===== config.mk =====
export PLATFORM = sky130hd
export DESIGN_NAME = dsp_tile
export DESIGN_NICKNAME = d
export VERILOG_FILES = /design/src/logic/dsp_pkg.sv /design/src/logic/mac_sequencer.sv /design/src/logic/b_operand_bank.sv /design/src/logic/mac_datapath.sv /design/src/logic/result_fifo.sv /design/src/logic/dsp_tile.sv
export SDC_FILE = /design/constraint.sdc
export NUM_CORES = 1
export LEC_CHECK = 0
export ABC_AREA = 1
export BUFFER_PORTS_ARGS = -buffer_cell sky130_fd_sc_hd__buf_2
export CAP_MARGIN = 20
export CORE_AREA = 2 2 183 185
export DETAILED_ROUTE_END_ITERATION = 10
export DIE_AREA = 0 0 185 187
export PLACE_DENSITY_LB_ADDON = 0.12
export SLEW_MARGIN = 15
export SYNTH_ARGS = -nofsm -noshare
export SYNTH_HDL_FRONTEND = slang
export SYNTH_SLANG_ARGS = --single-unit

===== constraint.sdc =====
create_clock -name clk -period 17.7 [get_ports clk]
set_clock_uncertainty 0.1 [all_clocks]
set_input_delay 3.54 -clock clk [delete_from_list [all_inputs] [get_ports clk]]
set_output_delay 3.54 -clock clk [all_outputs]
set_load 0.005 [all_outputs]

===== src/logic/dsp_pkg.sv =====
package dsp_pkg;

	// operand and result widths
	localparam int A_W = 8;
	localparam int B_W = 8;
	localparam int PROD_W = 16;
	localparam int ACC_W = 24;

	// micro-instruction fields
	localparam int A_S_W = 1;
	localparam int B_S_W = 1;
	localparam int SHIFT_MODE_W = 2;
	localparam int ACC_MODE_W = 1;

	// product shift per shifter mode step, so modes 0..3 give 0, 4, 8, 12
	localparam int SHIFT_STEP = 4;

	typedef logic [A_W-1:0] a_word_t;
	typedef logic [B_W-1:0] b_word_t;
	typedef logic [PROD_W-1:0] prod_t;
	typedef logic [ACC_W-1:0] acc_t;
	typedef logic [SHIFT_MODE_W-1:0] shift_mode_t;

	// instruction layout, msb first: a_s, b_s, addr increment, shifter mode, acc_mode
	function automatic int instr_w(input int b_d_log2);
		return A_S_W + B_S_W + b_d_log2 + SHIFT_MODE_W + ACC_MODE_W;
	endfunction

endpackage


===== src/logic/mac_sequencer.sv =====
`timescale 1ns/1ps

module mac_sequencer #(
	parameter int PROG_D = 4,
	parameter int B_D = 4
) (
	input logic clk,
	input logic reset,

	input logic config_en,
	input logic config_in,
	output logic config_out,

	input logic in_valid,
	input logic space_ok,
	output logic in_ready,

	output logic step,

	output logic a_mux,
	output logic res_in_select,
	output logic a_s,
	output logic b_s,
	output dsp_pkg::shift_mode_t shifter_mode,
	output logic acc_mode,
	output logic [$clog2(B_D)-1:0] b_addr
);

	localparam int CNT_W = $clog2(PROG_D);
	localparam int B_D_LOG2 = $clog2(B_D);
	localparam int INSTR_W = dsp_pkg::instr_w(B_D_LOG2);
	localparam int MEM_W = INSTR_W * PROG_D;

	// bit positions inside the scan chain, config_in enters at bit 0
	localparam int LIM_LSB = 2;
	localparam int MEM_LSB = LIM_LSB + CNT_W;
	localparam int BASE_LSB = MEM_LSB + MEM_W;
	localparam int STEP_LSB = BASE_LSB + B_D_LOG2;
	localparam int CHAIN_W = STEP_LSB + B_D_LOG2;

	logic [CHAIN_W-1:0] conf_chain;

	logic [CNT_W-1:0] conf_cnt_limit;
	logic [MEM_W-1:0] conf_mem;
	logic [B_D_LOG2-1:0] conf_base_limit;
	logic [B_D_LOG2-1:0] conf_addr_step;

	logic [CNT_W-1:0] cntr;
	logic [B_D_LOG2-1:0] b_addr_base;
	logic [B_D_LOG2:0] base_sum;
	logic [INSTR_W-1:0] instr;
	logic [B_D_LOG2-1:0] b_addr_inc;
	logic run;

	always_ff @(posedge clk) begin
		if (config_en)
			conf_chain <= {conf_chain[CHAIN_W-2:0], config_in};
	end

	assign config_out = conf_chain[CHAIN_W-1];

	assign a_mux = conf_chain[0];
	assign res_in_select = conf_chain[1];
	assign conf_cnt_limit = conf_chain[LIM_LSB +: CNT_W];
	assign conf_mem = conf_chain[MEM_LSB +: MEM_W];
	assign conf_base_limit = conf_chain[BASE_LSB +: B_D_LOG2];
	assign conf_addr_step = conf_chain[STEP_LSB +: B_D_LOG2];

	// hold off input for one cycle after reset
	always_ff @(posedge clk) begin
		if (reset)
			run <= 1'b0;
		else
			run <= 1'b1;
	end

	assign in_ready = run & space_ok & ~config_en;
	assign step = in_valid & in_ready;

	assign base_sum = {1'b0, b_addr_base} + {1'b0, conf_addr_step};

	always_ff @(posedge clk) begin
		if (reset) begin
			cntr <= '0;
			b_addr_base <= '0;
		end else if (step) begin
			if (cntr == conf_cnt_limit) begin
				cntr <= '0;
				if (base_sum > {1'b0, conf_base_limit}) // past the limit, start over
					b_addr_base <= '0;
				else
					b_addr_base <= base_sum[B_D_LOG2-1:0];
			end else begin
				cntr <= cntr + 1'b1;
			end
		end
	end

	assign instr = conf_mem[cntr*INSTR_W +: INSTR_W];
	assign {a_s, b_s, b_addr_inc, shifter_mode, acc_mode} = instr;

	assign b_addr = b_addr_base + b_addr_inc; // wraps modulo B_D

endmodule


===== src/logic/b_operand_bank.sv =====
`timescale 1ns/1ps

module b_operand_bank #(
	parameter int B_D = 4
) (
	input logic clk,

	input logic b_wr_en,
	input logic [$clog2(B_D)-1:0] b_wr_addr,
	input dsp_pkg::b_word_t b_wr_data,

	input logic [$clog2(B_D)-1:0] b_addr,
	output dsp_pkg::b_word_t b_rd_data
);

	dsp_pkg::b_word_t mem [B_D];

	always_ff @(posedge clk) begin
		if (b_wr_en)
			mem[b_wr_addr] <= b_wr_data;
	end

	// async read, a write shows up the cycle after
	assign b_rd_data = mem[b_addr];

endmodule


===== src/logic/mac_datapath.sv =====
`timescale 1ns/1ps

module mac_datapath (
	input logic clk,
	input logic reset,

	input logic step,
	input dsp_pkg::a_word_t a_in,
	input dsp_pkg::acc_t c_in,
	input dsp_pkg::b_word_t b_rd_data,

	input logic a_mux,
	input logic res_in_select,
	input logic a_s,
	input logic b_s,
	input dsp_pkg::shift_mode_t shifter_mode,
	input logic acc_mode,

	output logic res_valid,
	output dsp_pkg::acc_t res_data,
	output logic [1:0] inflight
);

	localparam int A_W = dsp_pkg::A_W;
	localparam int B_W = dsp_pkg::B_W;
	localparam int PROD_W = dsp_pkg::PROD_W;
	localparam int ACC_W = dsp_pkg::ACC_W;

	dsp_pkg::a_word_t a_prev;
	dsp_pkg::a_word_t a_op;
	logic [A_W:0] a_ext;
	logic [B_W:0] b_ext;
	logic signed [A_W+B_W+1:0] prod_full;

	logic s1_valid;
	dsp_pkg::prod_t s1_prod;
	dsp_pkg::acc_t s1_seed;
	dsp_pkg::shift_mode_t s1_mode;
	logic s1_acc_mode;
	logic s1_signed;

	dsp_pkg::acc_t prod_ext;
	dsp_pkg::acc_t prod_shifted;
	dsp_pkg::acc_t acc;
	dsp_pkg::acc_t acc_next;

	// stage 1: operand select, 9x9 multiply
	assign a_op = a_mux ? a_prev : a_in;
	assign a_ext = {a_s & a_op[A_W-1], a_op};
	assign b_ext = {b_s & b_rd_data[B_W-1], b_rd_data};
	assign prod_full = $signed(a_ext) * $signed(b_ext);

	always_ff @(posedge clk) begin
		if (reset) begin
			s1_valid <= 1'b0;
			a_prev <= '0;
		end else begin
			s1_valid <= step;
			if (step)
				a_prev <= a_in;
		end
	end

	always_ff @(posedge clk) begin
		if (step) begin
			s1_prod <= prod_full[PROD_W-1:0];
			s1_seed <= res_in_select ? c_in : '0;
			s1_mode <= shifter_mode;
			s1_acc_mode <= acc_mode;
			s1_signed <= a_s | b_s; // unsigned x unsigned fits 16 bits, no sign
		end
	end

	// stage 2: shift and accumulate
	assign prod_ext = {{(ACC_W-PROD_W){s1_signed & s1_prod[PROD_W-1]}}, s1_prod};
	assign prod_shifted = prod_ext << (s1_mode * dsp_pkg::SHIFT_STEP);
	assign acc_next = (s1_acc_mode ? acc : s1_seed) + prod_shifted; // wraps at 24 bits

	always_ff @(posedge clk) begin
		if (reset) begin
			res_valid <= 1'b0;
			acc <= '0;
		end else begin
			res_valid <= s1_valid;
			if (s1_valid)
				acc <= acc_next;
		end
	end

	assign res_data = acc;
	assign inflight = {1'b0, s1_valid} + {1'b0, res_valid};

endmodule


===== src/logic/result_fifo.sv =====
`timescale 1ns/1ps

module result_fifo #(
	parameter int FIFO_D = 4
) (
	input logic clk,
	input logic reset,

	input logic res_valid,
	input dsp_pkg::acc_t res_data,
	input logic [1:0] inflight,
	output logic space_ok,

	output logic out_valid,
	input logic out_ready,
	output dsp_pkg::acc_t out_data
);

	localparam int PTR_W = (FIFO_D > 1) ? $clog2(FIFO_D) : 1;
	localparam int CNT_W = $clog2(FIFO_D + 1);

	dsp_pkg::acc_t mem [FIFO_D];
	logic [PTR_W-1:0] wr_ptr;
	logic [PTR_W-1:0] rd_ptr;
	logic [CNT_W-1:0] count;
	logic pop;

	assign out_valid = (count != '0);
	assign out_data = mem[rd_ptr];
	assign pop = out_valid & out_ready;

	// count what is stored plus what the pipeline still owes us
	assign space_ok = (32'(count) + 32'(inflight)) < FIFO_D;

	always_ff @(posedge clk) begin
		if (res_valid)
			mem[wr_ptr] <= res_data; // space already reserved upstream
	end

	always_ff @(posedge clk) begin
		if (reset) begin
			wr_ptr <= '0;
			rd_ptr <= '0;
			count <= '0;
		end else begin
			if (res_valid)
				wr_ptr <= (32'(wr_ptr) == FIFO_D - 1) ? '0 : wr_ptr + 1'b1;
			if (pop)
				rd_ptr <= (32'(rd_ptr) == FIFO_D - 1) ? '0 : rd_ptr + 1'b1;
			if (res_valid && !pop)
				count <= count + 1'b1;
			else if (pop && !res_valid)
				count <= count - 1'b1;
		end
	end

endmodule


===== src/logic/dsp_tile.sv =====
`timescale 1ns/1ps

module dsp_tile #(
	parameter int PROG_D = 4,
	parameter int B_D = 4,
	parameter int FIFO_D = 4
) (
	input logic clk,
	input logic reset,

	input logic config_en,
	input logic config_in,
	output logic config_out,

	input logic in_valid,
	output logic in_ready,
	input dsp_pkg::a_word_t a_in,
	input dsp_pkg::acc_t c_in,

	input logic b_wr_en,
	input logic [$clog2(B_D)-1:0] b_wr_addr,
	input dsp_pkg::b_word_t b_wr_data,

	output logic out_valid,
	input logic out_ready,
	output dsp_pkg::acc_t out_data
);

	logic step;
	logic space_ok;
	logic a_mux;
	logic res_in_select;
	logic a_s;
	logic b_s;
	dsp_pkg::shift_mode_t shifter_mode;
	logic acc_mode;
	logic [$clog2(B_D)-1:0] b_addr;
	dsp_pkg::b_word_t b_rd_data;
	logic res_valid;
	dsp_pkg::acc_t res_data;
	logic [1:0] inflight;

	mac_sequencer #(
		.PROG_D(PROG_D),
		.B_D(B_D)
	) mac_sequencer_inst (
		.clk(clk),
		.reset(reset),
		.config_en(config_en),
		.config_in(config_in),
		.config_out(config_out),
		.in_valid(in_valid),
		.space_ok(space_ok),
		.in_ready(in_ready),
		.step(step),
		.a_mux(a_mux),
		.res_in_select(res_in_select),
		.a_s(a_s),
		.b_s(b_s),
		.shifter_mode(shifter_mode),
		.acc_mode(acc_mode),
		.b_addr(b_addr)
	);

	b_operand_bank #(
		.B_D(B_D)
	) b_operand_bank_inst (
		.clk(clk),
		.b_wr_en(b_wr_en),
		.b_wr_addr(b_wr_addr),
		.b_wr_data(b_wr_data),
		.b_addr(b_addr),
		.b_rd_data(b_rd_data)
	);

	mac_datapath mac_datapath_inst (
		.clk(clk),
		.reset(reset),
		.step(step),
		.a_in(a_in),
		.c_in(c_in),
		.b_rd_data(b_rd_data),
		.a_mux(a_mux),
		.res_in_select(res_in_select),
		.a_s(a_s),
		.b_s(b_s),
		.shifter_mode(shifter_mode),
		.acc_mode(acc_mode),
		.res_valid(res_valid),
		.res_data(res_data),
		.inflight(inflight)
	);

	result_fifo #(
		.FIFO_D(FIFO_D)
	) result_fifo_inst (
		.clk(clk),
		.reset(reset),
		.res_valid(res_valid),
		.res_data(res_data),
		.inflight(inflight),
		.space_ok(space_ok),
		.out_valid(out_valid),
		.out_ready(out_ready),
		.out_data(out_data)
	);

endmodule


* Word-level counts from Yosys, hierarchy flattened
Memory sizes are Yosys's and may differ from the RTL's. A register that Yosys moved wholly into a read port is not among the register bits.
Cells that the tools add are included.
** Cells by class
- Add/subtract/negate cells :: 10
- $mul :: 2
- Magnitude comparators :: 2
- Equality and inequality tests :: 3
- Shift operators :: 2
- Mux-type cells :: 15
- Bitwise gates (word level) :: 9
- Reduce and logical (&&, ||, !) cells :: 7
** Operators by type and width (count)
- $lt A32 B3 Y1 const B :: 1
- $shiftx A28 B6 Y7 :: 1
- $add A24 B24 Y24 :: 1
- $mux W24 :: 1
- $shl A24 B4 Y24 :: 1
- $mul A9 B9 Y16 :: 1
- $mux W2 :: 6
- $mux W8 :: 1
- $and A1 B1 Y1 :: 7
- $add A2 B1 Y2 const B :: 3
- $mux W3 :: 2
- $mul A2 B3 Y5 const B :: 1
- $mux W1 :: 5
- $add A3 B2 Y4 :: 1
- $eq A2 B2 Y1 const B :: 2
- $add A2 B2 Y3 :: 1
- $add A3 B1 Y3 const B :: 1
- $gt A3 B2 Y1 :: 1
- $reduce_bool A3 Y1 :: 1
- $sub A3 B1 Y3 const B :: 1
- $add A1 B1 Y2 :: 1
- $add A2 B2 Y2 :: 1
- $eq A2 B2 Y1 :: 1
- $logic_and A1 B1 Y1 :: 2
- other kinds (5) :: 6
** Word-level totals
- Flip-flop bits (word level) :: 126
- Bits in writable memories :: 128
- Input port bits :: 49
- Output and inout port bits :: 27
- Word-level logic and storage cells :: 68
- Memories kept :: 2
** Memories
- result_fifo_inst.mem :: words 4, bits a word 24, read ports 1, clocked after memory_dff 1, write ports 1, line result_fifo.sv:22 : dsp_pkg::acc_t mem [FIFO_D];
- b_operand_bank_inst.mem :: words 4, bits a word 8, read ports 1, clocked after memory_dff 0, write ports 1, line b_operand_bank.sv:16 : dsp_pkg::b_word_t mem [B_D];

* Longest topological paths before layout
- Word-level depth :: 7
- Mapped depth :: 38
- Mapped depth without buffers :: 36

* Cells and area by module
Synthesis repeated with hierarchy kept, for this count alone.
** Unflattened totals
- Cells, all modules :: 1681
- Area total of the unflattened synthesis :: 15318.4 um^2
** By module, submodules not included
- mac_datapath :: instances 1, cells each 1104, area each 7955.1 um^2, sequential area each 2001.9 um^2
- result_fifo :: instances 1, cells each 300, area each 4226.6 um^2, sequential area each 3062.9 um^2
- mac_sequencer :: instances 1, cells each 144, area each 1749.2 um^2, sequential area each 1181.1 um^2
- b_operand_bank :: instances 1, cells each 133, area each 1387.6 um^2, sequential area each 960.9 um^2

* Least setup slack after synthesis
OpenSTA, ideal clock, no wires.
- Kind :: input-to-reg
- Start :: input a_in[7]
- End :: register mac_datapath_inst.s1_prod[13] (data pin)
- Setup time :: 0.258 ns
- Arrival time :: 8.019 ns
- Required time :: 17.342 ns
- Path slack :: 9.323 ns
- Cell stages on the path :: 22
- Path buffers :: 0
- Cell sequence :: inv_1 -> o21ai_2 -> nand3_4 -> nor2_1 -> inv_1 -> fa_1 -> inv_1 -> fa_1 -> fa_1 -> fa_1 -> inv_1 -> fa_1 -> inv_1 -> ha_1 -> nand2_1 -> nand2_1 -> a31oi_1 -> o21ai_0 -> nand2_1 -> nand2_1 -> a21oi_1 -> xnor2_1
** On the way
- Cells in the longest elaborated chain, start to end :: 3
** Ends and longest elaborated chain
- from (decl) :: line dsp_tile.sv:17 : input dsp_pkg::a_word_t a_in,
- $mux W8 * :: line mac_datapath.sv:48 : assign a_op = a_mux ? a_prev : a_in;
- $and A1 B1 Y1 :: line mac_datapath.sv:49 : assign a_ext = {a_s & a_op[A_W-1], a_op};
- $mul A9 B9 Y16 * :: line mac_datapath.sv:51 : assign prod_full = $signed(a_ext) * $signed(b_ext);
- named net mac_datapath_inst.prod_full[13] :: line mac_datapath.sv:33 : logic signed [A_W+B_W+1:0] prod_full;
- to (signal assigned) :: line mac_datapath.sv:66 : s1_prod <= prod_full[PROD_W-1:0];
- to (decl) :: line mac_datapath.sv:36 : dsp_pkg::prod_t s1_prod;
The timed path passes the listed nets; every way through them passes the cells marked *.
A chain may end at the register's enable or synchronous reset.

* Worst setup path in the final report
- Start :: input a_in[6]
- End :: register mac_datapath_inst.s1_prod[13] (data pin)
** On the way
- Cells in the longest elaborated chain, start to end :: 2
** Ends and longest elaborated chain (line)
- $mux W8 :: mac_datapath.sv:48
- $mul A9 B9 Y16 :: mac_datapath.sv:51
- named net mac_datapath_inst.prod_full[13] :: mac_datapath.sv:33
The timed path passes the listed nets, and every way through them passes these cells.

==> impl_metrics.py <==
metrics = {
    "hold_path": {
        "hold_class": "flip-flop to flip-flop",
        "holdCritStartpoint": "mac_sequencer_inst.conf_chain[9]$_DFFE_PP_",
        "holdPathEnd": "mac_sequencer_inst.conf_chain[10]$_DFFE_PP_",
        "hold_depth": 0,
    },
    "timing": {
        "holdWs_ns": 0.3415,
        "tightest_slew_ns": 1.026,
        "period_needed_ns": 8.520,
        "finalCritPeriodShare_pct": 48.14,
        "finalHoldViolations": 0,
        "setup_viol": 0,
        "finalMaxSlewViolations": 0,
        "relSlewSlack_pct": 30.89,
        "setup_tns_ns": 0,
        "fmax_ghz": 0.1174,
        "rsz0062_at_grt": "no",
    },
    "worst_setup_path": {
        "crit_buf_inv": 5,
        "path_cells": "buf_2, o21ai_0, inv_1, nand2_1, fa_1, inv_1, fa_1, fa_1, fa_1, inv_1, fa_1, inv_1, ha_1, nand2_1, nand2_1, a31oi_1, o21ai_0, nand2_1, nand2_1, a21oi_1, xnor2_1",
        "rr_worst_depth": 26,
        "arrival_ns": 8.70,
        "critPathCaptureType": "flip-flop",
        "r2r-end": "mac_datapath_inst.s1_prod[13]$_DFFE_PP_",
        "critical_path_peak_fanout": 6,
        "cpMaxStageDelayCell": "o21ai_0",
        "rr_startpoint": "mac_sequencer_inst.cntr[0]$_SDFFE_PP0P_",
        "reg2reg_slack_ns": 10.33,
        "start_kind": "input port",
        "path_class": "input port to flip-flop",
        "cp_slowest_stage_delay_ns": 0.80,
        "critPathTopFamily": "adder cells",
        "worstPathRequired_ns": 17.88,
    },
    "synth": {
        "synth.net_count": 1658,
        "synth-async-reset-ratio_pct": 0,
        "yosysUniqueCellTypes": 46,
        "synth_area_leaders": "edfxtp_1 (43%), fa_1 (9.1%), dfxtp_1 (6.6%), ha_1 (5.8%), inv_1 (5.7%)",
        "synthFlopType": "edfxtp_1",
        "netlist_area_um2": 14530,
        "syn_area_per_cell_um2": 9.844,
        "ys_ff_latch": 256,
        "yosys-top-cells-count": "inv_1 (221), nand2_1 (209), edfxtp_1 (208)",
        "synth_most_common_cell": "inv_1",
        "synth_top_area_cell": "edfxtp_1",
        "netlist_instances": 1476,
        "synth_top_cell_area_share_pct": 42.99,
        "synth-edff-count": 208,
        "synth-seq-area-share_pct": 49.60,
        "synth_warnings": 0,
    },
    "floorplan": {
        "pin_count": 76,
        "core_um2": 32860,
        "rows": 67,
        "initial_core_util_pct": 44.22,
        "die_w_um": 185,
        "dieHeight_um": 187,
        "dieArea_um2": 34600,
    },
    "clocking": {
        "cts-root-buf": "clkbuf_16",
        "hold_buffers": 0,
        "clk_pin_slew_ns": 0.06,
        "clock-sinks": 256,
        "h-tree-depth": 1,
        "cts_setup_buffers": 0,
        "cts_resized": 0,
        "cts_tree": "done",
        "cts_buffers": 27,
        "cts.path.max_buffers": 3,
        "clkLatencyLatePin_ns": 0.53,
    },
    "power_and_ir_drop": {
        "power_density_nw_per_um2": 130.1,
        "ir_drop_v": 0.00008552,
        "p_leak_uw": 0.007082,
        "finalPower_uw": 2123,
    },
    "global_route": {
        "grt.total_usage_pct": 19.19,
        "grt-ovfl-total": 0,
        "grt_max_degree": 57,
        "grt_pass1_vias": 10122,
        "grt_pass1_wl_um": 52110,
        "antenna_found_initial": 0,
    },
    "flow_run": {
        "max_cap_violations": 0,
    },
    "place": {
        "place_hpwl_um": 24150,
        "io_buffers": 75,
        "place.gp.congestion": 0.9280,
    },
    "route": {
        "vias": 10176,
        "vias_per_cell": 5.035,
        "drt_iter0_drc": 629,
        "dr.pass1.iters": 5,
        "routedWlPerCell_um": 16.09,
        "wl_um": 32520,
        "drc": 0,
        "antenna_left": 0,
    },
    "layout": {
        "drive_above_1_share_pct": 10.93,
        "nNetsFinal": 1734,
        "antenna_cells": 0,
        "area_growth_pct": 12.29,
    },
    "outcome": {
        "run_status": "completed",
    },
}
==> power breakdown <==
| part | switching [uW] | leakage (uW) | total [uW] | internal [uW] |
|---|---|---|---|---|
| Combinational | 520 | 0.00433 | 844 | 324 |
| Sequential | 24.5 | 0.00234 | 740 | 715 |
| Clock | 229 | 0.000413 | 540 | 311 |
==> area by class of cell <==
cell class	instances	area, um2
tap	448	560.5
clock inverter	10	66.31
multi-input combinational	947	6261
inverter	232	880.8
timing repair buffer	88	545.5
fill	3131	16550
clock buffer	40	794.5
sequential	256	7207
==> through the flow <==
| step | util, % | worst slack (ns) | instance area (um2) | cells |
|---|---|---|---|---|
| 6_report | 49.65 | 9.180 | 16320 | 2021 |
| 5_1_grt | 49.65 | 8.763 | 16320 | 2021 |
| 4_1_cts | 49.42 | 9.169 | 16240 | 2018 |
| 3_5_place_dp | 46.80 | 8.603 | 15380 | 1968 |
| 3_3_place_gp | 46.72 | 8.757 | 15350 | 1967 |
| 2_1_floorplan | - | 9.323 | 14530 | 1476 |
==> placed cells by master (no fill, tap or decap), drive strengths merged, types with 24 or more instances in the layout <==
| cell type | instances |
|---|---|
| buf | 88 |
| clkbuf | 40 |
| edfxtp | 208 |
| nand2 | 224 |
| inv | 230 |
| ha | 67 |
| nor2 | 175 |
| mux2i | 24 |
| o21ai | 132 |
| dfxtp | 48 |
| fa | 66 |
| a21oi | 82 |
| o22ai | 28 |
| nand3 | 53 |
==> sequential cells by signal, summed over array words and instances, names as in the netlist, 3 cells and up, named ones only <==
register                       count
b_operand_bank_inst.mem           32
mac_datapath_inst.a_prev           8
mac_datapath_inst.res_data        24
mac_datapath_inst.s1_prod         16
mac_datapath_inst.s1_seed         24
mac_sequencer_inst.conf_chain     36
result_fifo_inst.count             3
result_fifo_inst.mem              96
==> worst max path at each step <==
stage | depth (start not counted) | slack [ns] | endpoint | from
6_report | 21 | 9.18 | mac_datapath_inst.s1_prod[13]$_DFFE_PP_ | a_in[6]
4_1_cts | 21 | 9.17 | mac_datapath_inst.s1_prod[13]$_DFFE_PP_ | a_in[6]
2_1_floorplan | 22 | 9.32 | mac_datapath_inst.s1_prod[13]$_DFFE_PP_ | a_in[7]
3_3_place_gp | 21 | 8.76 | mac_datapath_inst.s1_prod[13]$_DFFE_PP_ | a_in[6]
5_1_grt | 21 | 8.76 | mac_datapath_inst.s1_prod[13]$_DFFE_PP_ | a_in[6]
3_5_place_dp | 21 | 8.60 | mac_datapath_inst.s1_prod[13]$_DFFE_PP_ | a_in[6]
==> layer usage <==
| layer | global-route usage (%) | routed length, um | vias to the layer above |
|---|---|---|---|
| met4 | 6.563 | 1018 | 0 |
| met1 | 24.29 | 13910 | 4802 |
| met2 | 33.82 | 16310 | 220 |
| li1 | - | - | 5092 |
| met3 | 2.375 | 1289 | 62 |
| met5 | 0 | 0 | - |
==> cell families after synthesis <==
kind of cell	synth area share, %
multiplexers	2.196
buffers and inverters	7.311
AND/OR/NAND/NOR	14.17
flip-flops	49.60
adder cells (fa/ha/maj)	14.86
AO/OA/AOI/OAI	10.24
XOR/XNOR	1.628
==> worst register-to-register path, delay by kind of cell (launching register included) <==
family	cells	cell delay (ns)
compound gates	5	0.87
xor+xnor	1	0.08
fa+ha+maj	7	3.78
buf+inv	5	0.37
flops	1	0.81
mux	1	0.27
simple gates	7	0.83
Power figures use the tool's default switching activity.
